### src/design/cc_geom_pkg.sv
// Default cache tag geometry; cc_tag_array and the testbench take their parameter defaults here.
package cc_geom_pkg;

  // associativity of each set.
  localparam int DEF_WAYS = 4;

  // set index width, 64 sets.
  localparam int DEF_SET_BITS = 6;

  // tag width; a line address is {tag, set}.
  localparam int DEF_TAG_BITS = 18;

endpackage

### src/design/cc_init_counter.sv
// Set counter for the post-reset clearing sweep; done marks the last set.
`timescale 1ns/1ps

module cc_init_counter #(
  parameter int SET_BITS = cc_geom_pkg::DEF_SET_BITS
) (
  input  logic                clk,
  input  logic                rst,
  input  logic                en,
  output logic [SET_BITS-1:0] set_idx,
  output logic                done
);

  always_ff @(posedge clk) begin
    if (rst) begin
      set_idx <= '0;
    end else if (en) begin
      set_idx <= set_idx + 1'b1; // wraps to zero after the last set.
    end
  end

  assign done = en && (&set_idx);

endmodule

### config.mk
export PLATFORM = sky130hd
export DESIGN_NAME = cc_init_counter
export DESIGN_NICKNAME = d
export VERILOG_FILES = /design/src/design/cc_geom_pkg.sv /design/src/design/cc_init_counter.sv
export SDC_FILE = /design/constraint.sdc
export NUM_CORES = 1
export LEC_CHECK = 0
export BUFFER_PORTS_ARGS = -buffer_cell sky130_fd_sc_hd__buf_2
export CAP_MARGIN = 20
export CORE_AREA = 8 8 45 47
export DETAILED_ROUTE_END_ITERATION = 7
export DIE_AREA = 0 0 53 55
export PLACE_DENSITY = 0.45
export SYNTH_ARGS = -nofsm -noshare
export SYNTH_HDL_FRONTEND = slang
export SYNTH_SLANG_ARGS = --single-unit
export TNS_END_PERCENT = 50
### constraint.sdc
create_clock -name clk -period 2.1 [get_ports clk]
set_input_delay 0.42 -clock clk [delete_from_list [all_inputs] [get_ports clk]]
set_output_delay 0.42 -clock clk [all_outputs]
set_load 0.01 [all_outputs]
# ---- Word level (Yosys, flattened, before mapping)
# Cells that the tools add are included.
dict set report classes {
  n_addsub 1
  reduce_logical 2
}
# op count
set ops {}
lappend ops {{adder 6 x 1 -> 6 bit (second input constant)} 1}
lappend ops {{AND reduction 6 bit} 1}
lappend ops {{logical AND 1 bit} 1}
dict set report word_totals {
  input_bits 3
  elab_cells 4
  reg_bits 6
  output_inout_bits 7
}

# ---- Logic depth before layout (Yosys ltp)
dict set report depth {
  depth_word 2
  mapped_depth 4
  mapped_depth_nobuf 4
}

# ---- Worst setup path after synthesis
# No wires, ideal clock.
dict set report synth_timing {
  path_kind {flip-flop to output port}
  startpoint {register set_idx[0]}
  endpoint {output done}
  required_time_ns 1.680
  n_path_buf 0
  arrival_time_ns 0.947
  setup_slack_ns 0.733
  path_stages_with_launch 4
  path_cell_list {dfxtp_1 > ha_1 > nand4_1 > nor2_1}
}
dict set report synth_between {
  elab_chain_len 2
}
# item line_no
set synth_lines {}
lappend synth_lines {{start: declaration} cc_init_counter.sv:10} ;# output logic [SET_BITS-1:0] set_idx,
lappend synth_lines {{start signal: assignment} cc_init_counter.sv:18} ;# set_idx <= set_idx + 1'b1;
lappend synth_lines {{AND reduction 6 bit} cc_init_counter.sv:22} ;# assign done = en && (&set_idx);
lappend synth_lines {{logical AND 1 bit} cc_init_counter.sv:22}
lappend synth_lines {{end: declaration} cc_init_counter.sv:11} ;# output logic done
# Every way passes these cells.

# ---- Worst setup path in the final report
# Same ends and word-level chain as after synthesis.

==> impl_metrics.env <==
export IMPL_hold_buffers=0
export IMPL_drc=0
export IMPL_holdWs_ns=0.426
export IMPL_io_buffer_count=9
export IMPL_gp_congestion=0.649
export IMPL_maxSlewHeadroom_pct=86.9
export IMPL_drive_gt1_share_pct=33.3
export IMPL_period_needed_ns=1.66
export IMPL_min_path_type="input port to flop"
export IMPL_placed_area_sq_um=317
export IMPL_antenna_found_initial=0
export IMPL_cellInternalPower_uw=193
export IMPL_yosys_warnings=0
export IMPL_cp_slowest_cell="dfxtp_1"
export IMPL_fin_crit_sh_pct=79.2
export IMPL_critical_path_required_ns=1.68
export IMPL_final_nets=45
export IMPL_maxCapViolCount=0
export IMPL_path_class="flop to output pin"
export IMPL_power_switching_uw=54.5
export IMPL_end_kind="output pin"
export IMPL_status="completed"
export IMPL_p_per_area_nw_per_um2=729
export IMPL_grt_max_degree=7
export IMPL_grt_pass1_vias=235
export IMPL_setup_tns_ns=0
export IMPL_cts_setup_buffers=0
export IMPL_seq_area_sq_um=120
export IMPL_syn_avg_cell_area_sq_um=9.38
export IMPL_core_area_sq_um=1380
export IMPL_via_per_inst=4.05
export IMPL_top_regs="set_idx (6)"
export IMPL_crit_buf_inv=1
export IMPL_grt_first_pass_wirelength_microns=903
export IMPL_skew_ns=0.000995
export IMPL_netSwitchingFraction_pct=22.1
export IMPL_cp_arrival_ns=1.24
export IMPL_track_usage_pct=4.53
export IMPL_row_count=14
export IMPL_drtAntennaViolNets=0
export IMPL_cp_top_family="flip-flops"
export IMPL_ys_ff_latch=6
export IMPL_synth_nets=32
export IMPL_cts_tree="done"
export IMPL_initialDrtViolationCount=2
export IMPL_top_register="set_idx"
export IMPL_initial_core_util_pct=19.0
export IMPL_clkSinkCount=6
export IMPL_fin_area_sq_um=339
export IMPL_finalHoldViolations=0
export IMPL_clockPowerShare_pct=41.3
export IMPL_die_y_microns=55
export IMPL_synth_cell_type_count=14
export IMPL_pwr_share_seq_pct=50.3
export IMPL_first_pass_iters=2
export IMPL_path_cells="ha_1 -> nand4_1 -> nor2_1 -> buf_2"
export IMPL_finalSetupViolCount=0
export IMPL_leakagePower_nw=0.150
export IMPL_grt_setup_unrepaired="no"
export IMPL_peakVddDrop_uv=324
export IMPL_drt_wl_total_microns=551
export IMPL_area_delta_synth_final_pct=29.0
export IMPL_largest_reg_flops=6
export IMPL_postCtsResizedCells=0
export IMPL_diodes=0
export IMPL_clk_latency_ns=0.24
export IMPL_die_area_sq_um=2920
export IMPL_num_vias=223
export IMPL_syn_area_sq_um=263
export IMPL_syn_inst=28
export IMPL_io_pins=10
export IMPL_cp_start_kind="flop"
export IMPL_clockBufferDepth=2
export IMPL_worstPathMaxFanout=5
export IMPL_grt_overflow=0
export IMPL_seq_area_frac_synth_pct=45.7
export IMPL_fmax_mhz=601
export IMPL_cts_made_buffers=3
export IMPL_slew_violations=0
export IMPL_worst_slew_pin_slew_ns=0.197
export IMPL_clockRootBuffer="clkbuf_4"
export IMPL_pwr_share_comb_pct=8.3
export IMPL_h_tree_depth=1
export IMPL_cpPeakStageDelay_ns=0.40
export IMPL_wl_per_cell_microns=10.0
export IMPL_multi_input_area_sq_um=131
export IMPL_fillers=161
export IMPL_path_clk_slew_ns=0.04
export IMPL_die_w_microns=53
power groups by stage:
stage	clock, mW	combinational [mW]	sequential (mW)
6_report	0.102	0.0205	0.124
5_1_grt	0.115	0.0226	0.125
4_1_cts	0.108	0.0210	0.124
3_5_place_dp	0	0.0209	0.126
3_3_place_gp	0	0.0208	0.126
2_1_floorplan	0	0.0118	0.127
final timing paths:
check | cells past startpoint | end | start | slack, ns
worst min-delay path | 2 | set_idx[0] | rst | 0.43
worst min register to register | 2 | set_idx[5] | set_idx[5] | 0.50
worst max-delay path | 4 | done | set_idx[0] | 0.44
worst max register to register | 4 | set_idx[4] | set_idx[0] | 1.03
Yosys cell counts:
cell | n | area share, %
dfxtp_1 | 6 | 46
nor2_1 | 6 | 8.6
xor2_1 | 3 | 10
nand2_1 | 2 | 2.9
nand4_1 | 2 | 4.8
a21oi_1 | 1 | 1.9
buf_6 | 1 | 4.3
ha_1 | 1 | 4.8
mux2i_1 | 1 | 3.8
nand3_1 | 1 | 1.9
nand3_2 | 1 | 3.8
o21ai_0 | 1 | 1.9
or3_1 | 1 | 2.4
xnor2_1 | 1 | 3.3
placed cells by master (no fill, tap or decap):
cell	synthesis	layout
buf_2	0	9
nor2_1	6	6
dfxtp_1	6	6
xor2_1	3	3
clkbuf_4	0	3
nand4_1	2	2
nand2_1	2	2
xnor2_1	1	1
mux2i_1	1	1
nand3_2	1	1
nand3_1	1	1
o21ai_0	1	1
or3_1	1	1
a21oi_1	1	1
ha_1	1	1
worst register-to-register path: stages, from the launching register on:
cell and delay [ns]:
dfxtp_1 0.40, ha_1 0.21, nand4_1 0.15, xor2_1 0.16, nor2_1 0.05
stage by stage:
| stage | worst slack (ns) | util, % | std cells | power [mW] |
|---|---|---|---|---|
| finish | 0.437 | 24.5 | 55 | 0.247 |
| global route | 0.324 | 24.5 | 55 | 0.263 |
| CTS | 0.417 | 24.5 | 55 | 0.254 |
| detailed placement | 0.684 | 22.9 | 52 | 0.147 |
| global placement | 0.687 | 22.9 | 52 | 0.147 |
| floorplan | 0.733 | - | 28 | 0.139 |
cell type report:
| type | count | share of cell area (%) |
|---|---|---|
| tap | 16 | 5.90 |
| sequential | 6 | 35.4 |
| timing repair buffer | 9 | 13.3 |
| clock buffer | 3 | 6.64 |
| multi-input combinational | 21 | 38.7 |
metal layers:
| metal | GRT usage [%] | routed length [microns] | vias up |
|---|---|---|---|
| met4 | 2.59 | 0 | 0 |
| met1 | 4.25 | 260 | 95 |
| met5 | 0 | 0 | - |
| met2 | 5.66 | 218 | 9 |
| met3 | 5.35 | 72 | 0 |
| li1 | - | - | 119 |
kinds of logic after synthesis:
logic type	count (synthesis)	share of synthesized area, %
buf+inv	1	4.29
flops	6	45.7
mux	1	3.81
simple gates	13	24.3
fa+ha+maj	1	4.76
compound gates	2	3.81
xor+xnor	4	13.3
No activity file was read; power rests on OpenSTA's default activity.
