$ cat src/design/cc_geom_pkg.sv
// Default cache tag geometry; cc_tag_array and the testbench take their parameter defaults here.
package cc_geom_pkg;

  // associativity of each set.
  localparam int DEF_WAYS = 4;

  // set index width, 64 sets.
  localparam int DEF_SET_BITS = 6;

  // tag width; a line address is {tag, set}.
  localparam int DEF_TAG_BITS = 18;

endpackage

$ cat src/design/cc_tag_ram.sv
// One-read one-write set memory with registered read and write-first bypass, typed by its entry.
`timescale 1ns/1ps

module cc_tag_ram #(
  parameter int  SET_BITS = cc_geom_pkg::DEF_SET_BITS,
  parameter type entry_t  = logic
) (
  input  logic                clk,
  input  logic                rst,
  input  logic                rd_en,
  input  logic [SET_BITS-1:0] rd_set,
  output entry_t              rd_data,
  input  logic                wr_en,
  input  logic [SET_BITS-1:0] wr_set,
  input  entry_t              wr_data
);

  localparam int SETS = 1 << SET_BITS;

  entry_t mem [SETS];

  always_ff @(posedge clk) begin
    if (wr_en) begin
      mem[wr_set] <= wr_data;
    end
  end

  // a read that meets a write to the same set takes the new entry.
  always_ff @(posedge clk) begin
    if (rst) begin
      rd_data <= '0;
    end else if (rd_en) begin
      if (wr_en && (wr_set == rd_set)) begin
        rd_data <= wr_data; // write-first.
      end else begin
        rd_data <= mem[rd_set];
      end
    end
  end

endmodule

$ cat src/design/cc_nru_ctrl.sv
// Per-set not-recently-used bits: applies the NRU update and picks the replacement way.
`timescale 1ns/1ps

module cc_nru_ctrl #(
  parameter int WAYS     = cc_geom_pkg::DEF_WAYS,
  parameter int SET_BITS = cc_geom_pkg::DEF_SET_BITS
) (
  input  logic                     clk,
  input  logic                     rst,
  input  logic                     rd_en,
  input  logic [SET_BITS-1:0]      rd_set,
  input  logic [WAYS-1:0]          valid_ways,
  input  logic                     upd_en,
  input  logic [$clog2(WAYS)-1:0]  upd_way,
  input  logic [SET_BITS-1:0]      upd_set,
  input  logic                     upd_clear,
  output logic [$clog2(WAYS)-1:0]  victim
);

  localparam int WAY_BITS = $clog2(WAYS);

  typedef logic [WAYS-1:0] nru_t;

  nru_t nru_rd;
  nru_t nru_set;
  nru_t nru_wr;

  cc_tag_ram #(
    .SET_BITS (SET_BITS),
    .entry_t  (nru_t)
  ) ram_inst (
    .clk     (clk),
    .rst     (rst),
    .rd_en   (rd_en),
    .rd_set  (rd_set),
    .rd_data (nru_rd),
    .wr_en   (upd_en),
    .wr_set  (upd_set),
    .wr_data (nru_wr)
  );

  // mark the used way, restart the round when every bit would be set.
  always_comb begin
    nru_set = nru_rd;
    nru_set[upd_way] = 1'b1;
    if (&nru_set) begin
      nru_set = '0;
      nru_set[upd_way] = 1'b1;
    end
  end

  assign nru_wr = upd_clear ? '0 : nru_set;

  // invalid ways win over NRU choice, lowest index first.
  always_comb begin
    victim = '0;
    for (int i = WAYS - 1; i >= 0; i--) begin
      if (!nru_rd[i]) begin
        victim = WAY_BITS'(i);
      end
    end
    for (int i = WAYS - 1; i >= 0; i--) begin
      if (!valid_ways[i]) begin
        victim = WAY_BITS'(i);
      end
    end
  end

endmodule

$ cat config.mk
export PLATFORM = sky130hd
export DESIGN_NAME = cc_nru_ctrl
export DESIGN_NICKNAME = d
export VERILOG_FILES = /design/src/design/cc_geom_pkg.sv /design/src/design/cc_tag_ram.sv /design/src/design/cc_nru_ctrl.sv
export SDC_FILE = /design/constraint.sdc
export NUM_CORES = 1
export LEC_CHECK = 0
export ABC_AREA = 1
export BUFFER_PORTS_ARGS = -buffer_cell sky130_fd_sc_hd__buf_2
export CELL_PAD_IN_SITES_DETAIL_PLACEMENT = 0
export CELL_PAD_IN_SITES_GLOBAL_PLACEMENT = 1
export CORE_UTILIZATION = 45
export DETAILED_ROUTE_END_ITERATION = 6
export PLACE_DENSITY_LB_ADDON = 0.12
export SYNTH_ARGS = -nofsm -noshare
export SYNTH_HDL_FRONTEND = slang
export SYNTH_HIERARCHICAL = 1
export SYNTH_SLANG_ARGS = --single-unit
$ cat constraint.sdc
create_clock -name clk -period 2.79 [get_ports clk]
set_input_delay 0.1395 -clock clk [delete_from_list [all_inputs] [get_ports clk]]
set_output_delay 0.1395 -clock clk [all_outputs]
set_load 0.03 [all_outputs]
After elaboration in Yosys (flattened, before gate mapping)
Memories as Yosys holds them, arrays and structs flattened. A register that Yosys moved wholly into a read port is not among the register bits.
Cells that the tools add are included.
Widths: inputs -> output; s select.

word-level totals
  flip-flop bits (word level) = 0
  latch bits = 0
  RAM bits = 256
  ROM bits = 0
  bits of input ports = 23
  output and inout bits = 2
  logic and storage cells = 20
  memories = 1

memories
  name          words  width  rd ports  clocked after Yosys merged registers in  write ports  line              RTL
  ram_inst.mem  64     4      1         1                                        1            cc_tag_ram.sv:20  entry_t mem [SETS];

operators by class
  $add $sub $neg = 0
  multipliers = 0
  div/mod/pow operators = 0
  order comparisons = 2
  eq/ne operators = 0
  shifts and indexed selects = 0
  multiplexer cells = 14
  bitwise gates (word level) = 1
  reduce and logical (&&, ||, !) cells = 2

operator list
  cell                count
  $mux 2              8
  $mux 4              2
  $or 4x4->4          1
  $reduce_and 4->1    1
  $lt 2x3->1 const B  1
  $mux 1              3
  $demux 1 s2         1
  $ge 2x1->1 const B  1
  $logic_and 1x1->1   1

Depth between registers and ports, before layout
  depth after elaboration = 8
  mapped depth = 13
  mapped depth without buffers = 11

Modules after synthesis
Netlist, hierarchy kept.

modules (own cells, without submodules)
  module       instances  cells an instance  area each (um^2)  sequential area each (um^2)
  cc_tag_ram   1          966                10882.9           7767.4
  cc_nru_ctrl  1          37                 151.4             0.0

Least setup slack after synthesis
OpenSTA, ideal clock, no wires.

  path kind = reg2reg
  from = register ram_inst/rd_data[3] in the netlist's numbering (read register of ram_inst.mem)
  to = memory ram_inst/mem[0][3] in the netlist's numbering (data pin)
  setup time = 555 ps
  arrival time = 2326 ps
  data required time = 2235 ps
  slack = -91 ps
  cell stages (with the launch flop) = 6
  path buffers = 0
  period minus slack after synthesis = 2881 ps
  cells stage by stage = dfxtp_1 inv_1 nand2_1 nand2_1 nor2_2 a21oi_1

on the way
  word-level cells in the longest chain between the ends = 4

RTL lines
  element                        line               RTL
  from (decl)                    cc_tag_ram.sv:12   output entry_t rd_data,
  $or 4x4->4 (no source line) *  n/a
  $reduce_and 4->1               cc_nru_ctrl.sv:46  if (&nru_set) begin
  $mux 4 *                       cc_nru_ctrl.sv:46
  $mux 4 *                       cc_nru_ctrl.sv:52  assign nru_wr = upd_clear ? '0 : nru_set;
  net nru_wr[3]                  cc_nru_ctrl.sv:26  nru_t nru_wr;
  to (decl)                      cc_tag_ram.sv:20

The timed path passes the listed nets; every way through them passes the cells marked *.

==> results.toml <==
[sta]
fin_crit_ps = 2440
clock.fmax_mhz = 410
setup-tns-final_ps = 0
finalClockSkew_ps = 11.5
slew_headroom_pct = 26.0
setup_violations = 0
whs_ps = 123
fin_crit_sh_pct = 87.3
timing_hold_violations_final = 0
rsz0062_at_grt = "no"
worst_slew_pin_slew_ps = 1100
slew_violations = 0

[critical_path]
cp-end-kind = "flip-flop"
critPathArrivalTime_ps = 2910
start_kind = "flip-flop"
cp_common_cell = "nand2_1"
worst_path_max_delay_cell = "a21oi_4"
cpPeakStageDelay_ps = 690
path_max_fanout = 29
worstPathRequired_ps = 3260
setup.worst_path.class = "flip-flop to flip-flop"
cpLargestDelayFamily = "compound AO/OA/AOI/OAI gates"
path_cells = "inv_1 -> nand2_1 -> nand2_1 -> nor2_2 -> a21oi_4 -> inv_1 -> a21oi_1 -> nand2_1 -> a21oi_1 -> dlygate4sd3_1"
path_buf_inv = 3

[final_layout]
design_area_mm2 = 0.0125
antenna_cells_inserted = 0
syn_to_final_growth_pct = 13.2
nets = 1051
final_cell_mix = "nand2_1, edfxtp_1, nand3_1"
drive_gt1_share_pct = 9.15
fin_cells = 1368
final_common_cell = "nand2_1"

[synthesis]
syn_area_mm2 = 0.0110
syn_area_per_cell_um2 = 11.0
synthCells = 1003
synthArstFlopShare_pct = 0
syn_nets = 1026
ys.flop_type = "edfxtp_1"
synth_edf_count = 256
yosysSeqAreaShare_pct = 70.4
ys_ff_latch = 260
synthDistinctLibCells = 23
ys_warn_count = 6

[clock_tree]
post-cts-setup-buffers = 0
clock-sinks = 260
cts_made_buffers = 28
clockBufferDepth = 3
cts_tree = "yes"
insertion_delay_ps = 530
root_buffer = "clkbuf_16"
htree_levels = 1
path_clk_slew_ps = 60

[global_routing]
grt_overflow = 0
grt_max_degree = 105
grt_util_all_layers_pct = 23.0
first_global_vias = 7143
grt_pass1_wl_um = 42100
antenna_found_initial = 0

[route]
drtAntennaViolNets = 0
drtIter0Drc = 547
vias_per_cell = 5.41
via_count = 7400
route.detailed.drc = 0
dr.pass1.iters = 5
drt-total-wl_um = 27700
post_drt_wl_per_cell_um = 20.3

[pwr]
p_total_mw = 8.34
powerDensity_mw_per_mm2 = 668
p_leak_nw = 4.55
ir_drop_mv = 0.612

[placement]
placed_area_mm2 = 0.0116
place_hpwl_um = 16900
gp_congestion = 0.792
dpl.cell_count = 1314
io_buffers = 24

[die]
coreArea_mm2 = 0.0238
die_w_um = 159
initial_core_util_pct = 46.5
num_io_pins = 25
dieArea_mm2 = 0.0252
die_y_um = 159
rows = 56

[job]
cap_viol_max_count = 0

[hold_path]
min_path_type = "input port to flip-flop"

[status]
status = "finished clean"
-- through the flow --
step                util [%]  setup slack, ps
floorplan                  -            -91.0
global placement        48.9              724
detailed placement      48.9              740
CTS                     52.6              362
global route            52.6              109
finish                  52.6              354
-- report_power, final --
| part | total [mW] | switching, mW | internal (mW) |
|---|---|---|---|
| Clock | 3.40 | 1.43 | 1.97 |
| Combinational | 0.606 | 0.443 | 0.164 |
| Sequential | 4.34 | 0.00649 | 4.33 |
-- area by class of cell --
class / count / area (µm²)
clock buffers: 40 / 797
clock inverters: 11 / 50.0
fillers: 2112 / 11300
inverters: 27 / 103
multi-input cells: 659 / 2920
flip-flops and latches: 260 / 7770
well taps: 319 / 399
repair buffers: 52 / 453
-- worst paths after layout --
path                       startpoint             endpoint  slack, ps  cells after the start
setup reg to reg  ram_inst/rd_data[3]  ram_inst/rd_data[1]        350                     10
hold reg to reg   ram_inst/rd_data[3]  ram_inst/rd_data[3]        500                      2
setup / recovery  ram_inst/rd_data[3]  ram_inst/rd_data[1]        350                     10
hold / removal             upd_set[0]  ram_inst/mem[54][1]        120                      2
-- repair_timing --
item	4_1_cts	5_1_grt
endpoints found under the hold margin	4	0
setup endpoints to repair	0	0
resized for setup	0	0
hold buffers	3	0
-- Yosys cell counts (2+ instances only) --
cell      count  area, µm²
buf_4         6       45.0
nand4_1       9       56.3
nor4_1        8       50.1
buf_1         4       15.0
nor2_1       56        210
nand2_1     319       1200
nand3_1     245       1230
clkbuf_1     11       41.3
edfxtp_1    256       7690
dfxtp_1       4       80.1
inv_1        23       86.3
inv_2         3       11.3
buf_2        35        175
a21oi_1      14       70.1
o22ai_1       2       12.5
-- cell families (layout without fill, tap and decap cells) --
group	after synthesis	after routing	synth area share, %
simple gates	639	639	25.0
flops	260	260	70.4
buf+inv	84	130	3.53
compound gates	18	18	0.885
xor+xnor	2	2	0.159
-- state kept, by name, summed over array words and instances, names as in the netlist --
signal / flops
ram_inst/rd_data: 4
ram_inst/mem: 256
-- per-layer routing --
layer / vias to the layer above / routed length [µm] / track usage (%) / share of wire [%]
met3: 47 / 1210 / 3.40 / 4.3
met2: 177 / 13300 / 38.3 / 48
met5: - / 0 / 0 / 0
met4: 0 / 678 / 6.32 / 2.4
met1: 3598 / 12600 / 31.4 / 45
li1: 3578 / - / - / -
-- worst register-to-register path, stage by stage (launching register included) --
cell and delay (ps):
dfxtp_1 330, inv_1 80, nand2_1 70, nand2_1 90, nor2_2 100, a21oi_4 690, inv_1 100, a21oi_1 180
nand2_1 70, a21oi_1 120, dlygate4sd3_1 560
Note: power is estimated with default switching activity, not from simulation.
