File: config.mk
export PLATFORM = sky130hd
export DESIGN_NAME = cc_tag_way
export DESIGN_NICKNAME = d
export VERILOG_FILES = /design/src/design/cc_geom_pkg.sv /design/src/design/cc_tag_ram.sv /design/src/design/cc_tag_way.sv
export SDC_FILE = /design/constraint.sdc
export NUM_CORES = 1
export LEC_CHECK = 0
export BUFFER_PORTS_ARGS = -buffer_cell sky130_fd_sc_hd__buf_2
export CAP_MARGIN = 5
export CORE_ASPECT_RATIO = 1.1
export CORE_MARGIN = 3
export CORE_UTILIZATION = 40
export DETAILED_ROUTE_END_ITERATION = 16
export GPL_TIMING_DRIVEN = 0
export SETUP_SLACK_MARGIN = 0.1
export SLEW_MARGIN = 10
export SYNTH_ARGS = -nofsm -noshare
export SYNTH_HDL_FRONTEND = slang
export SYNTH_SLANG_ARGS = --single-unit
File: constraint.sdc
create_clock -name clk -period 3.68 [get_ports clk]
set_clock_uncertainty 0.1 [all_clocks]
set_input_delay 0.184 -clock clk [delete_from_list [all_inputs] [get_ports clk]]
set_output_delay 0.184 -clock clk [all_outputs]
set_load 0.02 [all_outputs]
File: src/design/cc_geom_pkg.sv
// Default cache tag geometry; cc_tag_array and the testbench take their parameter defaults here.
package cc_geom_pkg;

  // associativity of each set.
  localparam int DEF_WAYS = 4;

  // set index width, 64 sets.
  localparam int DEF_SET_BITS = 6;

  // tag width; a line address is {tag, set}.
  localparam int DEF_TAG_BITS = 18;

endpackage

File: src/design/cc_tag_ram.sv
// One-read one-write set memory with registered read and write-first bypass, typed by its entry.
`timescale 1ns/1ps

module cc_tag_ram #(
  parameter int  SET_BITS = cc_geom_pkg::DEF_SET_BITS,
  parameter type entry_t  = logic
) (
  input  logic                clk,
  input  logic                rst,
  input  logic                rd_en,
  input  logic [SET_BITS-1:0] rd_set,
  output entry_t              rd_data,
  input  logic                wr_en,
  input  logic [SET_BITS-1:0] wr_set,
  input  entry_t              wr_data
);

  localparam int SETS = 1 << SET_BITS;

  entry_t mem [SETS];

  always_ff @(posedge clk) begin
    if (wr_en) begin
      mem[wr_set] <= wr_data;
    end
  end

  // a read that meets a write to the same set takes the new entry.
  always_ff @(posedge clk) begin
    if (rst) begin
      rd_data <= '0;
    end else if (rd_en) begin
      if (wr_en && (wr_set == rd_set)) begin
        rd_data <= wr_data; // write-first.
      end else begin
        rd_data <= mem[rd_set];
      end
    end
  end

endmodule

File: src/design/cc_tag_way.sv
// One way of the tag array: stores valid, tag and even parity per set and compares on read.
`timescale 1ns/1ps

module cc_tag_way #(
  parameter int SET_BITS = cc_geom_pkg::DEF_SET_BITS,
  parameter int TAG_BITS = cc_geom_pkg::DEF_TAG_BITS
) (
  input  logic                clk,
  input  logic                rst,
  input  logic                rd_en,
  input  logic [SET_BITS-1:0] rd_set,
  input  logic [TAG_BITS-1:0] cmp_tag,
  input  logic                wr_en,
  input  logic [SET_BITS-1:0] wr_set,
  input  logic [TAG_BITS-1:0] wr_tag,
  input  logic                wr_clear,
  output logic                hit,
  output logic                valid,
  output logic [TAG_BITS-1:0] tag,
  output logic                err
);

  // entry layout is {parity, valid, tag}.
  typedef logic [TAG_BITS+1:0] entry_t;

  entry_t              rd_entry;
  entry_t              wr_entry;
  logic [TAG_BITS:0]   wr_body;

  assign wr_body  = {1'b1, wr_tag};
  assign wr_entry = wr_clear ? '0 : {^wr_body, wr_body}; // all zero is even too.

  cc_tag_ram #(
    .SET_BITS (SET_BITS),
    .entry_t  (entry_t)
  ) ram_inst (
    .clk     (clk),
    .rst     (rst),
    .rd_en   (rd_en),
    .rd_set  (rd_set),
    .rd_data (rd_entry),
    .wr_en   (wr_en),
    .wr_set  (wr_set),
    .wr_data (wr_entry)
  );

  assign valid = rd_entry[TAG_BITS];
  assign tag   = rd_entry[TAG_BITS-1:0];
  assign err   = ^rd_entry; // odd parity over the whole entry.
  assign hit   = valid && (tag == cmp_tag);

endmodule

======== Word level (Yosys, flattened, before mapping) ========
Memory sizes are Yosys's and may differ from the RTL's. A register that Yosys moved wholly into a read port is not among the register bits.
Index checks and enable logic that the tools add are counted.
word-level totals
  register bits ........................... 0
  bits in writable memories ............... 1,280
  input port bits ......................... 53
  output and inout bits ................... 21
  logic and storage cells ................. 8
  memories ................................ 1
memories
  name          words  bits a word  rd ports  clocked after memory_dff  write ports  RTL line          RTL
  ram_inst.mem  64     20           1         1                         1            cc_tag_ram.sv:20  entry_t mem [SETS];
operators by class
  eq/ne operators ......................... 1
  multiplexer cells ....................... 3
  reductions and logical operators ........ 3
operators with widths
  kind                  count
  20-bit two-way mux    1
  20-bit parity         1
  19-bit parity         1
  18-bit equality test  1
  1-bit two-way mux     2
  1-bit logical AND     1

======== Logic depth before layout (Yosys ltp) ========
  depth after elaboration ................. 2
  depth in mapped cells ................... 11
  gate-level depth less buffers ........... 6

======== Cells and area by module ========
Synthesis repeated with hierarchy kept, for this count alone.
unflattened totals
  cell total of the unflattened synthesis .. 2,325
  area total of the unflattened synthesis .. 50,509.7 um2
by module, submodules not included
  module      instances  cells an instance  area an instance (um2)  seq. area each (um2)
  cc_tag_ram  1          2,245              49,835.3                38,837.2
  cc_tag_way  1          80                 674.4                   0.0

======== Least setup slack after synthesis ========
OpenSTA, ideal clock, no wires.
  path kind ............................... in2reg
  from .................................... input port wr_tag[2]
  to ...................................... memory ram_inst.mem[0][19] (netlist name), data pin
  setup time .............................. 0.499 ns
  arrival ................................. 2.544 ns
  required time ........................... 3.081 ns
  setup slack ............................. 0.537 ns
  stages on the path ...................... 5
  path buffers ............................ 0
  cell sequence ........................... xor2_1 xnor2_1 xnor3_1 xnor2_1 nor2_1
between the ends
  longest elaborated chain between the ends .. 2
RTL lines
  item                      RTL line          RTL
  start, declared           cc_tag_way.sv:15  input logic [TAG_BITS-1:0] wr_tag,
  19-bit parity             cc_tag_way.sv:31  assign wr_entry = wr_clear ? '0 : {^wr_body, wr_body};
  20-bit two-way mux        cc_tag_way.sv:31
  net ram_inst.wr_data[19]  cc_tag_ram.sv:15  input entry_t wr_data
  end, declared             cc_tag_ram.sv:20
The timed path passes the listed nets, and every way through them passes these cells.

==> summary.txt <==
Critical path
  – R2r startpoint: ram_inst.mem[5][19]$_DFFE_PP_
  – Kind of cell adding the most delay to the critical path: buffers and inverters
  – R2R cell count: 6
  – Critical path's slowest cell: clkbuf_1
  – Crit path required time: 4.19 ns
  – Critical path depth: 10
  – Worst reg-to-reg setup slack: slightly below 0.9 ns
  – Critical path cell sequence: buf_2 -> buf_4 -> buf_4 -> clkbuf_1 -> buf_2 -> mux4_2 -> mux2i_1 -> o221ai_1 -> nor3_1 -> a221oi_2
  – Max stage delay on crit path: 0.80 ns
  – Kind of critical path: input pin to register
  – Worst Path Arrival: roughly 3.8 ns
  – Setup crit end kind: register
  – CP bufs+invs: 5
  – Worst setup SP type: input pin
  – CP max FO: 10
  – Source of the critical timing path: rd_set[2]

Routing
  – Number of remaining DRC errors: 0
  – DR iter-0 viols: 2,879
  – WL/cell: roughly 30 um
  – DRT Pass-1 Iters: 6
  – Antenna viol nets, final: 0
  – Via count: 24,695
  – Vias/cell: around 5.7
  – Final WL: about 130,000 um

Logic synthesis
  – Syn Inst Count: 2,298
  – YS warnings: 0
  – EDFF count, synth: 1,280
  – Async set or reset register ratio after synthesis: 0%
  – Synthesized area: 51,080 sq um
  – Dominant synthesized flop cell: edfxtp_1
  – Avg Inst Size Synth: 22.23 sq um
  – Syn_nets: 2,351
  – Yosys cell types: between 40 and 50
  – Seq/Total Area, Yosys: 76.04%
  – Seq cells post-synth: 1,300

STA
  – Slew margin rel.: 25.87%
  – Worst Tran Pin Value: 1.112 ns
  – Fmax: 301.9 MHz
  – Final hold vios: 0
  – RSZ-0062 raised after global routing: false
  – Slew Limit Fails: 0
  – Setup violations, final: 0
  – Crit path time final: around 3.3 ns
  – Setup TNS: 0 ns
  – Crit share post-route: 90.02%

Min path
  – Min-delay worst type: input pin to register
  – Hold Path Stages: 3
  – Hold path start: rst

Finish
  – Share of cells above drive strength 1: 31.43%
  – Syn-to-layout area delta: 15.93%
  – Fin util: 47.02%
  – Commonest non-fill, non-tap cells in the layout: edfxtp_1, mux4_2, clkbuf_16
  – Nets: 2,621
  – Most common cell after layout, fill and taps aside: edfxtp_1

Global routing
  – Initial antenna violation count: 11
  – GRT Resource Usage Total: roughly 20%
  – Vias in the first global route: 25,331
  – Total grt overflow: 0
  – Largest net degree at the start of global routing: between 60 and 70
  – First-pass GRT wire length: 186,500 um

Job
  – Number of max-cap violations: 0

Placement
  – Port bufs: 65
  – Routability Congestion: ~0.94
  – DPL Wire Length: 87,490 um

Status
  – Status: finished clean

Power and ir drop
  – Total chip power: 31.50 mW
  – Leakage: 17.02 nW
  – Peak VDD IR: between 0.3 and 0.4 mV
  – PwrDens: 532.0 nW/um^2

Clock network
  – Number of clock sinks: 1,300
  – Root buffer cell: clkbuf_16
  – TritonCTS clock tree: done
  – Deepest clock path buffer count: 3
  – Clock transition at path regs: 0.06 ns
  – Htree depth: 4
  – Insertion delay to the later sink of the worst-skew pair: 0.74 ns
  – TritonCTS buffer count: around 130

Floorplan
  – Die ar.: 132,000 sq um
  – Initial Utilization: 40.56%
  – Die H: 380.8 um
  – I/O Pins: 74
  – Area of the core: 125,900 sq um
  – Die width: roughly 350 um
  – Row count: approximately 140
[worst register-to-register path: stages (launching register included)]
cell           delay, ns
edfxtp_1            0.40
mux4_2              0.54
mux4_2              0.54
nand2_1             0.16
a41oi_1             0.15
o221a_1             0.26
dlygate4sd3_1       0.54
[stage by stage]
stage                     setup WS, ns  instance area (sq um)  cells  hold WS (ns)
after CTS                       0.4481                  59200   4325       0.04290
after detailed placement       -0.3494                  54820   4068        0.4436
after global placement          -1.265                  53470   4019        0.4207
after global routing            0.4150                  59200   4325        0.1245
final                           0.3674                  59210   4331        0.1219
after floorplan                 0.5370                  51080   2298        0.2590
[cell type report]
class	count	area, sq um
clock buffers	172	3581
well taps	1656	2072
flip-flops and latches	1300	38840
multi-input cells	816	11670
inverters	41	153.9
fillers	10256	66710
diodes	6	15.01
repair buffers	136	1478
clock inverters	63	578.1
plain buffers	141	832.0
[flip-flops by register name (all words and copies together) (netlist names)]
signal	flops
ram_inst.mem	1280
ram_inst.rd_data	20
[cell usage after synthesis, drive strengths merged, types with 2 or more instances]
cell	instances	area (sq um)
nand2	68	255.2
nor4	6	37.54
buf	95	658.1
o21ai	4	20.02
or3	2	12.51
o221ai	18	157.7
nand3	8	40.04
a21oi	3	15.01
xnor2	34	297.8
nand4	3	18.77
mux2i	74	740.7
a211oi	2	15.01
mux4	360	8108
edfxtp	1280	38440
nand2b	3	18.77
nor2	90	345.3
a221oi	17	249.0
nor3	20	100.1
xor2	24	210.2
a31oi	2	12.51
o21bai	18	135.1
clkbuf	46	172.7
nor2b	25	156.4
a2111oi	2	17.52
inv	40	150.1
o2111ai	17	148.9
nand3b	5	37.54
dfxtp	20	400.4
[report_power, final]
part / switching [mW] / internal [mW]
Sequential: 0.0686 / 16.5
Clock: 5.44 / 7.44
Combinational: 1.30 / 0.771
Total: 6.80 / 24.7
[worst paths after layout]
check | to
worst max-delay path | ram_inst.rd_data[1]$_SDFFE_PP0P_
worst min register to register | ram_inst.rd_data[1]$_SDFFE_PP0P_
worst min-delay path | ram_inst.rd_data[18]$_SDFFE_PP0P_
worst max register to register | ram_inst.rd_data[19]$_SDFFE_PP0P_
[logic make-up (layout without fill, tap and decap cells)]
group | count (synthesis) | count (layout) | synth area share [%]
XOR/XNOR | 59 | 59 | 1.039
other | 0 | 6 | 0
flip-flops | 1300 | 1300 | 76.04
buffers and inverters | 182 | 553 | 1.928
multiplexers | 434 | 434 | 17.32
AO/OA/AOI/OAI | 90 | 90 | 1.624
AND/OR/NAND/NOR | 233 | 233 | 2.046
[routing by layer]
layer / vias to the layer above / GRT usage, % / routed length, um
met5: - / 0 / 37
met4: 6 / 6.463 / 3960
met3: 213 / 4.445 / 10680
met2: 1097 / 32.02 / 62630
met1: 13215 / 26.76 / 52400
li1: 10164 / - / -
[timing repair]
item,4_1_cts,5_1_grt
buffers inserted,0,0
gates resized for setup,0,0
hold buffers,22,0
endpoints found under the hold margin,137,0
Power figures use the tool's default switching activity.
