## src/design/cc_geom_pkg.sv

```systemverilog
// Default cache tag geometry; cc_tag_array and the testbench take their parameter defaults here.
package cc_geom_pkg;

  // associativity of each set.
  localparam int DEF_WAYS = 4;

  // set index width, 64 sets.
  localparam int DEF_SET_BITS = 6;

  // tag width; a line address is {tag, set}.
  localparam int DEF_TAG_BITS = 18;

endpackage

```

## src/design/cc_op_pkg.sv

```systemverilog
// Request opcodes and controller states of the tag array, imported by the controller and testbench.
package cc_op_pkg;

  // request operation carried on req_op.
  typedef enum logic [1:0] {
    OP_LOOKUP = 2'd0, // tag check only.
    OP_FILL   = 2'd1, // allocate the line unless present.
    OP_INVAL  = 2'd2  // drop the line if present.
  } cc_op_t;

  // controller state; init runs the clearing sweep.
  typedef enum logic {
    ST_INIT  = 1'b0,
    ST_READY = 1'b1
  } cc_state_t;

endpackage

```

## src/design/cc_tag_fsm.sv

```systemverilog
// Tag array controller: init sweep, request staging, hit and victim resolution, writes and response.
`timescale 1ns/1ps

module cc_tag_fsm #(
  parameter int WAYS     = cc_geom_pkg::DEF_WAYS,
  parameter int SET_BITS = cc_geom_pkg::DEF_SET_BITS,
  parameter int TAG_BITS = cc_geom_pkg::DEF_TAG_BITS
) (
  input  logic                               clk,
  input  logic                               rst,
  input  logic                               req_valid,
  input  cc_op_pkg::cc_op_t                  req_op,
  input  logic [SET_BITS+TAG_BITS-1:0]       req_addr,
  input  logic [WAYS-1:0]                    way_hit,
  input  logic [WAYS-1:0]                    way_valid,
  input  logic [WAYS-1:0][TAG_BITS-1:0]      way_tag,
  input  logic [WAYS-1:0]                    way_err,
  input  logic [$clog2(WAYS)-1:0]            victim,
  input  logic                               init_done,
  input  logic [SET_BITS-1:0]                init_set,
  output logic                               busy,
  output logic                               init_en,
  output logic                               rd_en,
  output logic [SET_BITS-1:0]                rd_set,
  output logic [TAG_BITS-1:0]                cmp_tag,
  output logic [WAYS-1:0]                    wr_en,
  output logic [SET_BITS-1:0]                wr_set,
  output logic [TAG_BITS-1:0]                wr_tag,
  output logic                               wr_clear,
  output logic                               upd_en,
  output logic [$clog2(WAYS)-1:0]            upd_way,
  output logic                               upd_clear,
  output logic                               resp_valid,
  output logic                               resp_hit,
  output logic [$clog2(WAYS)-1:0]            resp_way,
  output logic                               resp_err,
  output logic                               evict_en,
  output logic [SET_BITS+TAG_BITS-1:0]       evict_addr
);

  import cc_op_pkg::*;

  localparam int WAY_BITS = $clog2(WAYS);

  cc_state_t           state;
  logic                stg_valid;
  cc_op_t              stg_op;
  logic [TAG_BITS-1:0] stg_tag;
  logic [SET_BITS-1:0] stg_set;
  logic                accept;
  logic                any_hit;
  logic [WAY_BITS-1:0] hit_way;
  logic                is_fill;
  logic                evict_c;
  logic [WAY_BITS-1:0] way_c;
  logic                err_c;

  assign busy    = (state == ST_INIT);
  assign init_en = busy;
  assign accept  = req_valid && !busy; // dropped silently while busy.

  assign rd_en   = accept;
  assign rd_set  = req_addr[SET_BITS-1:0];
  assign cmp_tag = stg_tag;
  assign wr_tag  = stg_tag;

  always_ff @(posedge clk) begin
    if (rst) begin
      state     <= ST_INIT;
      stg_valid <= 1'b0;
    end else begin
      if ((state == ST_INIT) && init_done) begin
        state <= ST_READY;
      end
      stg_valid <= accept;
    end
  end

  always_ff @(posedge clk) begin
    if (accept) begin
      stg_op  <= req_op;
      stg_set <= req_addr[SET_BITS-1:0];
      stg_tag <= req_addr[SET_BITS+TAG_BITS-1:SET_BITS];
    end
  end

  // lowest matching way.
  always_comb begin
    hit_way = '0;
    for (int i = WAYS - 1; i >= 0; i--) begin
      if (way_hit[i]) begin
        hit_way = WAY_BITS'(i);
      end
    end
  end

  assign any_hit = |way_hit;
  assign is_fill = (stg_op == OP_FILL);
  assign evict_c = stg_valid && is_fill && !any_hit && way_valid[victim];

  always_comb begin
    wr_en     = '0;
    wr_set    = stg_set;
    wr_clear  = 1'b0;
    upd_en    = 1'b0;
    upd_way   = hit_way;
    upd_clear = 1'b0;
    if (busy) begin
      wr_en     = '1; // sweep clears every way and the NRU bits.
      wr_set    = init_set;
      wr_clear  = 1'b1;
      upd_en    = 1'b1;
      upd_clear = 1'b1;
    end else if (stg_valid) begin
      case (stg_op)
        OP_LOOKUP: upd_en = any_hit;
        OP_FILL: begin
          upd_en = 1'b1;
          if (!any_hit) begin
            wr_en[victim] = 1'b1;
            upd_way       = victim;
          end
        end
        OP_INVAL: begin
          wr_en    = way_hit;
          wr_clear = 1'b1;
        end
        default: ;
      endcase
    end
  end

  assign way_c = any_hit ? hit_way : (is_fill ? victim : '0);
  assign err_c = any_hit ? way_err[hit_way] : (is_fill && way_err[victim]);

  always_ff @(posedge clk) begin
    if (rst) begin
      resp_valid <= 1'b0;
      resp_hit   <= 1'b0;
      resp_err   <= 1'b0;
      evict_en   <= 1'b0;
    end else begin
      resp_valid <= stg_valid;
      resp_hit   <= stg_valid && any_hit;
      resp_err   <= stg_valid && err_c;
      evict_en   <= evict_c;
    end
  end

  always_ff @(posedge clk) begin
    if (stg_valid) begin
      resp_way   <= way_c;
      evict_addr <= {way_tag[victim], stg_set}; // displaced line address.
    end
  end

endmodule

```

## config.mk

```make
export PLATFORM = sky130hd
export DESIGN_NAME = cc_tag_fsm
export DESIGN_NICKNAME = d
export VERILOG_FILES = /design/src/design/cc_geom_pkg.sv /design/src/design/cc_op_pkg.sv /design/src/design/cc_tag_fsm.sv
export SDC_FILE = /design/constraint.sdc
export NUM_CORES = 1
export LEC_CHECK = 0
export BUFFER_PORTS_ARGS = -buffer_cell sky130_fd_sc_hd__buf_2
export CORE_MARGIN = 4
export CORE_UTILIZATION = 40
export DETAILED_ROUTE_END_ITERATION = 10
export PLACE_DENSITY = 0.81
export SYNTH_ARGS = -nofsm -noshare
export SYNTH_HDL_FRONTEND = slang
export SYNTH_SLANG_ARGS = --single-unit
```

## constraint.sdc

```tcl
create_clock -name clk -period 3 [get_ports clk]
set_clock_uncertainty 0.05 [all_clocks]
set_input_delay 0.75 -clock clk [delete_from_list [all_inputs] [get_ports clk]]
set_output_delay 0.75 -clock clk [all_outputs]
set_load 0.01 [all_outputs]
```

* Yosys cells after proc, flatten, opt, wreduce, memory -nomap -nowiden
Cells that the tools add are included. W data, S select, Z words.
Storage, ports and cells: input bits 122, word-level logic and storage cells 62, output and inout bits 90, register bits 58
Operators by class: order comparisons 3, bitwise gates (word level) 1, equality and inequality tests 2, reduce and logical (&&, ||, !) cells 12, mux-type cells 33
Operator list (count):
- $bmux W18 S2 | 1
- $mux W2 | 10
- $mux W18 | 1
- $mux W4 | 3
- $mux W1 | 11
- $logic_and A1 B1 Y1 | 9
- $pmux W4 S2 | 1
- $bmux W1 S2 | 3
- $lt A2 B3 Y1 const B | 2
- $mux W6 | 1
- $reduce_or A4 Y1 | 1
- $demux W1 S2 | 1
- $eq A2 B1 Y1 const B | 1
- $eq A2 B2 Y1 const B | 1
- $ge A2 B1 Y1 const B | 1
- $logic_not A2 Y1 | 1
- $pmux W1 S2 | 1
- $logic_not A1 Y1 | 1
- $not A1 Y1 | 1

* Longest topological paths before layout
depth in word-level cells 8, gate-level depth with buffers 5, depth with buffers taken out 5

* Least setup slack after synthesis
Ideal clock, no wire load.
kind flip-flop to output port, start register stg_valid, end output wr_en[0], buffers on the path 1, slack 358 ps, data required time 2200 ps, stages on the path, launching flop included 5, arrival time 1842 ps, cells stage by stage dfxtp_1 clkbuf_2 nand2_1 or2_2 o311ai_2
On the way: cells in the longest elaborated chain, start to end 2
Ends and longest elaborated chain:
- from (decl) | RTL line cc_tag_fsm.sv:46 | logic stg_valid;
- from (signal assigned) | RTL line cc_tag_fsm.sv:75 | stg_valid <= accept;
- $mux W4 | RTL line cc_tag_fsm.sv:114 | end else if (stg_valid) begin
- $mux W4 | RTL line cc_tag_fsm.sv:108 | if (busy) begin
- to (decl) | RTL line cc_tag_fsm.sv:26 | output logic [WAYS-1:0] wr_en,
No other way between the ends.

* Worst setup path in the final report
start register stg_op[0], end output wr_en[0]
On the way: cells in the longest elaborated chain, start to end 4, elaborated cells between the ends (all ways) 5, those cells by class 2 x eq/ne; 3 x mux
Ends and longest elaborated chain:
- from (decl) | RTL line cc_tag_fsm.sv:47 | cc_op_t stg_op;
- from (signal assigned) | RTL line cc_tag_fsm.sv:81 | stg_op <= req_op;
- $eq A2 B2 Y1 or $eq A2 B1 Y1 (tied branches) | RTL line cc_tag_fsm.sv:115 | case (stg_op)
- $pmux W4 S2 * | RTL line cc_tag_fsm.sv:115
- $mux W4 * | RTL line cc_tag_fsm.sv:114
- $mux W4 * | RTL line cc_tag_fsm.sv:108
Every way passes the cells marked *; elsewhere a longest branch is shown, timed or not.

==> impl_summary.log <==
INFO  metric clock_sinks = 58
INFO  metric place.detailed.hpwl = 6.05 mm
INFO  metric sw_frac_of_total = 0.228
INFO  metric drt_first_iter_violations = 75
INFO  metric design.final.nets = 487
INFO  metric clock_insertion_delay_worst_skew = 0.33 ns
INFO  metric yosysUniqueCellTypes = 28
INFO  metric ant_nets = 0
INFO  metric final_layout_size_suffix_gt1_frac = 0.710
INFO  metric cellPowerDensity = 474 mW/mm²
INFO  metric internal-power = 1.43 mW
INFO  metric synthesis.instances = 168
INFO  metric grt_max_degree = 34
INFO  metric synth.cell_area = 0.00277 mm²
INFO  metric die-area = 0.00831 mm²
INFO  metric tritoncts = done
INFO  metric synth_warnings = 0
INFO  metric avgSynthCellArea = 16.5 µm²
INFO  metric yosys_reg_bits = 58
INFO  metric finish.instance_area = 0.00389 mm²
INFO  metric timing.fmax = 369 MHz
INFO  metric power_frac_seq = 0.500
INFO  metric grt_use_total = 0.181
INFO  metric crit_path_start_kind = flop
INFO  metric hold_violation_total_from_the_final_report = 0
INFO  metric regArea = 0.00168 mm²
INFO  metric cpMaxStageDelayCell = sky130_fd_sc_hd__edfxtp_1
INFO  metric timing.hold.worst_path_depth = 0
INFO  metric fillerInstances = 572
INFO  metric via_count = 2178
INFO  metric setup_viol = 0
INFO  metric dieHeight = 91.1 µm
INFO  metric combined_area_of_the_multi_input_logic_cells = 833 µm²
INFO  metric cts-htree-levels = 3
INFO  metric cts_resized = 0
INFO  metric critPathKind = reg -> out
INFO  metric wire_per_inst = 16.7 µm
INFO  metric cp_num_buf_inv = 2
INFO  metric relSlewSlack = 0.697
INFO  metric cp-end-kind = primary output
INFO  metric run_status = finished clean
INFO  metric postRouteWirelength = 7.44 mm
INFO  metric grt_pass1_wl = 11.5 mm
INFO  metric slowest_delay = 0.36 ns
INFO  metric finalWeightedCongestion = 0.790
INFO  metric place_inst = 431
INFO  metric p_clk_frac = 0.353
INFO  metric power.static_leakage = 1.74 nW
INFO  metric critical_path_arrival = 1.91 ns
INFO  metric number_of_antenna_violations_at_the_first_check_in_global_routing = 0
INFO  metric mappedNetlistNets = 293
INFO  metric avgViaCountPerCell = 4.89
INFO  metric cts.path.max_buffers = 2
INFO  metric hold_path.class = reg -> reg
INFO  metric clkSlewWorstSetupHoldPaths = 0.07 ns
INFO  metric floorplan.initialDensity = 0.409
INFO  metric fp.dieW = 91.1 µm
INFO  metric gr-total-overflow = 0
INFO  metric placeableCoreArea = 0.00676 mm²
INFO  metric fin_crit_sh = 0.904
INFO  metric rsz0062_at_grt = false
INFO  metric flow.area_growth_from_synthesis = 40.9%
INFO  metric drcViolationCount = 0
INFO  metric vdd_ir_drop_max = 0.193 mV
INFO  metric final_cell_count_no_fill = 445
INFO  metric switchingPower = 0.422 mW
INFO  metric holdBufCountCts = 0
INFO  metric clockRootBuffer = sky130_fd_sc_hd__clkbuf_8
INFO  metric fin_tns_setup = 0 ns
INFO  metric path_max_fanout = 4
INFO  metric drt_pre_antenna_iters = 4
INFO  metric rr_worst_depth = 2
INFO  metric critical_path.cell_chain = inv_1 > ha_1 > nand2_1 > or2_2 > o311ai_2 > buf_2
INFO  metric row_count = 30
INFO  metric setup_fix_buffers_added_after_clock_tree_synthesis = 0
INFO  metric slew_viol_final = 0
INFO  metric cp_data_required_time = 2.20 ns
INFO  metric antenna_cells = 0
INFO  metric tritoncts.num_buffers = 9
INFO  metric final_period_minus_worst_setup_slack = 2.71 ns
INFO  metric worst_path_depth = 6
INFO  metric port-buffer-count = 211
INFO  metric power_frac_comb = 0.146
INFO  metric first_global_vias = 2269
INFO  metric dpl-instance-area = 0.00372 mm²
INFO  metric worst-slew-pin-transition = 0.454 ns
INFO  metric max_cap_violations = 0
INFO  metric path_delay_family = simple AND/OR/NAND/NOR gates
INFO  metric ioPinCount = 212
INFO  metric synth-seq-area-share = 0.608
[worst paths after layout]
| kind | start | endpoint | slack [ns] |
|---|---|---|---|
| setup / recovery | stg_op[0] | wr_en[0] | 0.29 |
| hold / removal | stg_set[2] | evict_addr[2] | 0.39 |
| setup reg to reg | state | cmp_tag[7] | 1.38 |
| hold reg to reg | stg_set[2] | evict_addr[2] | 0.39 |
[worst reg2reg max path: cells and delay by family, from the launching register on]
family	cells	cell delay, ns
DFF	1	0.60
buffers and inverters	1	0.36
and+or+nand+nor	1	0.27
[cell type report]
class,instances,area share
timing repair buffer,216,0.281
sequential,58,0.432
inverter,4,0.00385
tap,80,0.0257
clock buffer,9,0.0318
clock inverter,5,0.0122
multi-input combinational,73,0.214
[metal layers]
metal	global-route usage	vias up	share of wire
li1	-	1018	-
met1	0.200	1029	0.37
met2	0.322	117	0.53
met3	0.0539	14	0.076
met4	0.0741	0	0.020
met5	0	-	0
[power by group through the flow]
stage	sequential, mW	clock (mW)	combinational, mW
detailed placement	0.943	0	0.274
floorplan	0.952	0	0.132
global placement	0.941	0	0.266
global route	0.928	0.705	0.295
CTS	0.926	0.666	0.275
finish	0.925	0.653	0.270
[cells by family (layout without fill, tap and decap cells)]
family / after synthesis / in the layout / share of synthesized area
compound gates: 13 / 13 / 0.0380
fa+ha+maj: 3 / 3 / 0.0136
buf+inv: 37 / 234 / 0.0905
flops: 58 / 58 / 0.608
mux: 26 / 26 / 0.187
simple gates: 31 / 31 / 0.0624
[through the flow]
| stage | hold slack (ns) | total power, mW | utilization | setup slack, ns |
|---|---|---|---|---|
| 2_1_floorplan | 0.370 | 1.08 | - | 0.358 |
| 4_1_cts | 0.395 | 1.87 | 0.576 | 0.276 |
| 3_5_place_dp | 0.388 | 1.22 | 0.551 | 0.302 |
| 5_1_grt | 0.409 | 1.93 | 0.576 | 0.129 |
| 6_report | 0.390 | 1.85 | 0.576 | 0.289 |
| 3_3_place_gp | 0.375 | 1.21 | 0.551 | 0.362 |
[sequential cells by signal, indices dropped and copies added (netlist names)]
| name | count |
|---|---|
| resp_way | 2 |
| stg_valid | 1 |
| evict_en | 1 |
| cmp_tag | 18 |
| stg_op | 2 |
| resp_valid | 1 |
| state | 1 |
| evict_addr | 24 |
| stg_set | 6 |
| resp_err | 1 |
| resp_hit | 1 |
[synthesized netlist by cell type (all sizes together)]
cell type | instances | share of area
ha | 3 | 0.014
o21ai | 5 | 0.0090
or2 | 1 | 0.0023
clkbuf | 1 | 0.0018
nor3 | 1 | 0.0018
or4 | 1 | 0.0027
and3 | 1 | 0.0023
and2 | 2 | 0.0045
o221ai | 2 | 0.0063
nand4 | 2 | 0.0045
mux4 | 20 | 0.16
a21oi | 1 | 0.0018
inv | 4 | 0.0054
nor2b | 4 | 0.0090
o211ai | 1 | 0.0027
nand2 | 12 | 0.016
buf | 32 | 0.083
a32o | 1 | 0.0036
o21bai | 1 | 0.0027
mux2 | 6 | 0.024
nor2 | 3 | 0.0041
o311ai | 2 | 0.012
dfxtp | 6 | 0.043
edfxtp | 52 | 0.56
nor4 | 1 | 0.0077
nand3 | 3 | 0.0072
[cell usage in the layout (no fill, tap or decap), types with 3 or more instances in the layout]
cell                         n
sky130_fd_sc_hd__clkbuf_8    9
sky130_fd_sc_hd__nor2b_1     4
sky130_fd_sc_hd__nand2_1    12
sky130_fd_sc_hd__buf_4       5
sky130_fd_sc_hd__inv_1       4
sky130_fd_sc_hd__edfxtp_1   52
sky130_fd_sc_hd__o21ai_0     5
sky130_fd_sc_hd__dfxtp_1     6
sky130_fd_sc_hd__nor2_1      3
sky130_fd_sc_hd__buf_2     211
sky130_fd_sc_hd__ha_1        3
sky130_fd_sc_hd__mux4_2     20
sky130_fd_sc_hd__mux2_2      6
Note: power is estimated with default switching activity, not from simulation.
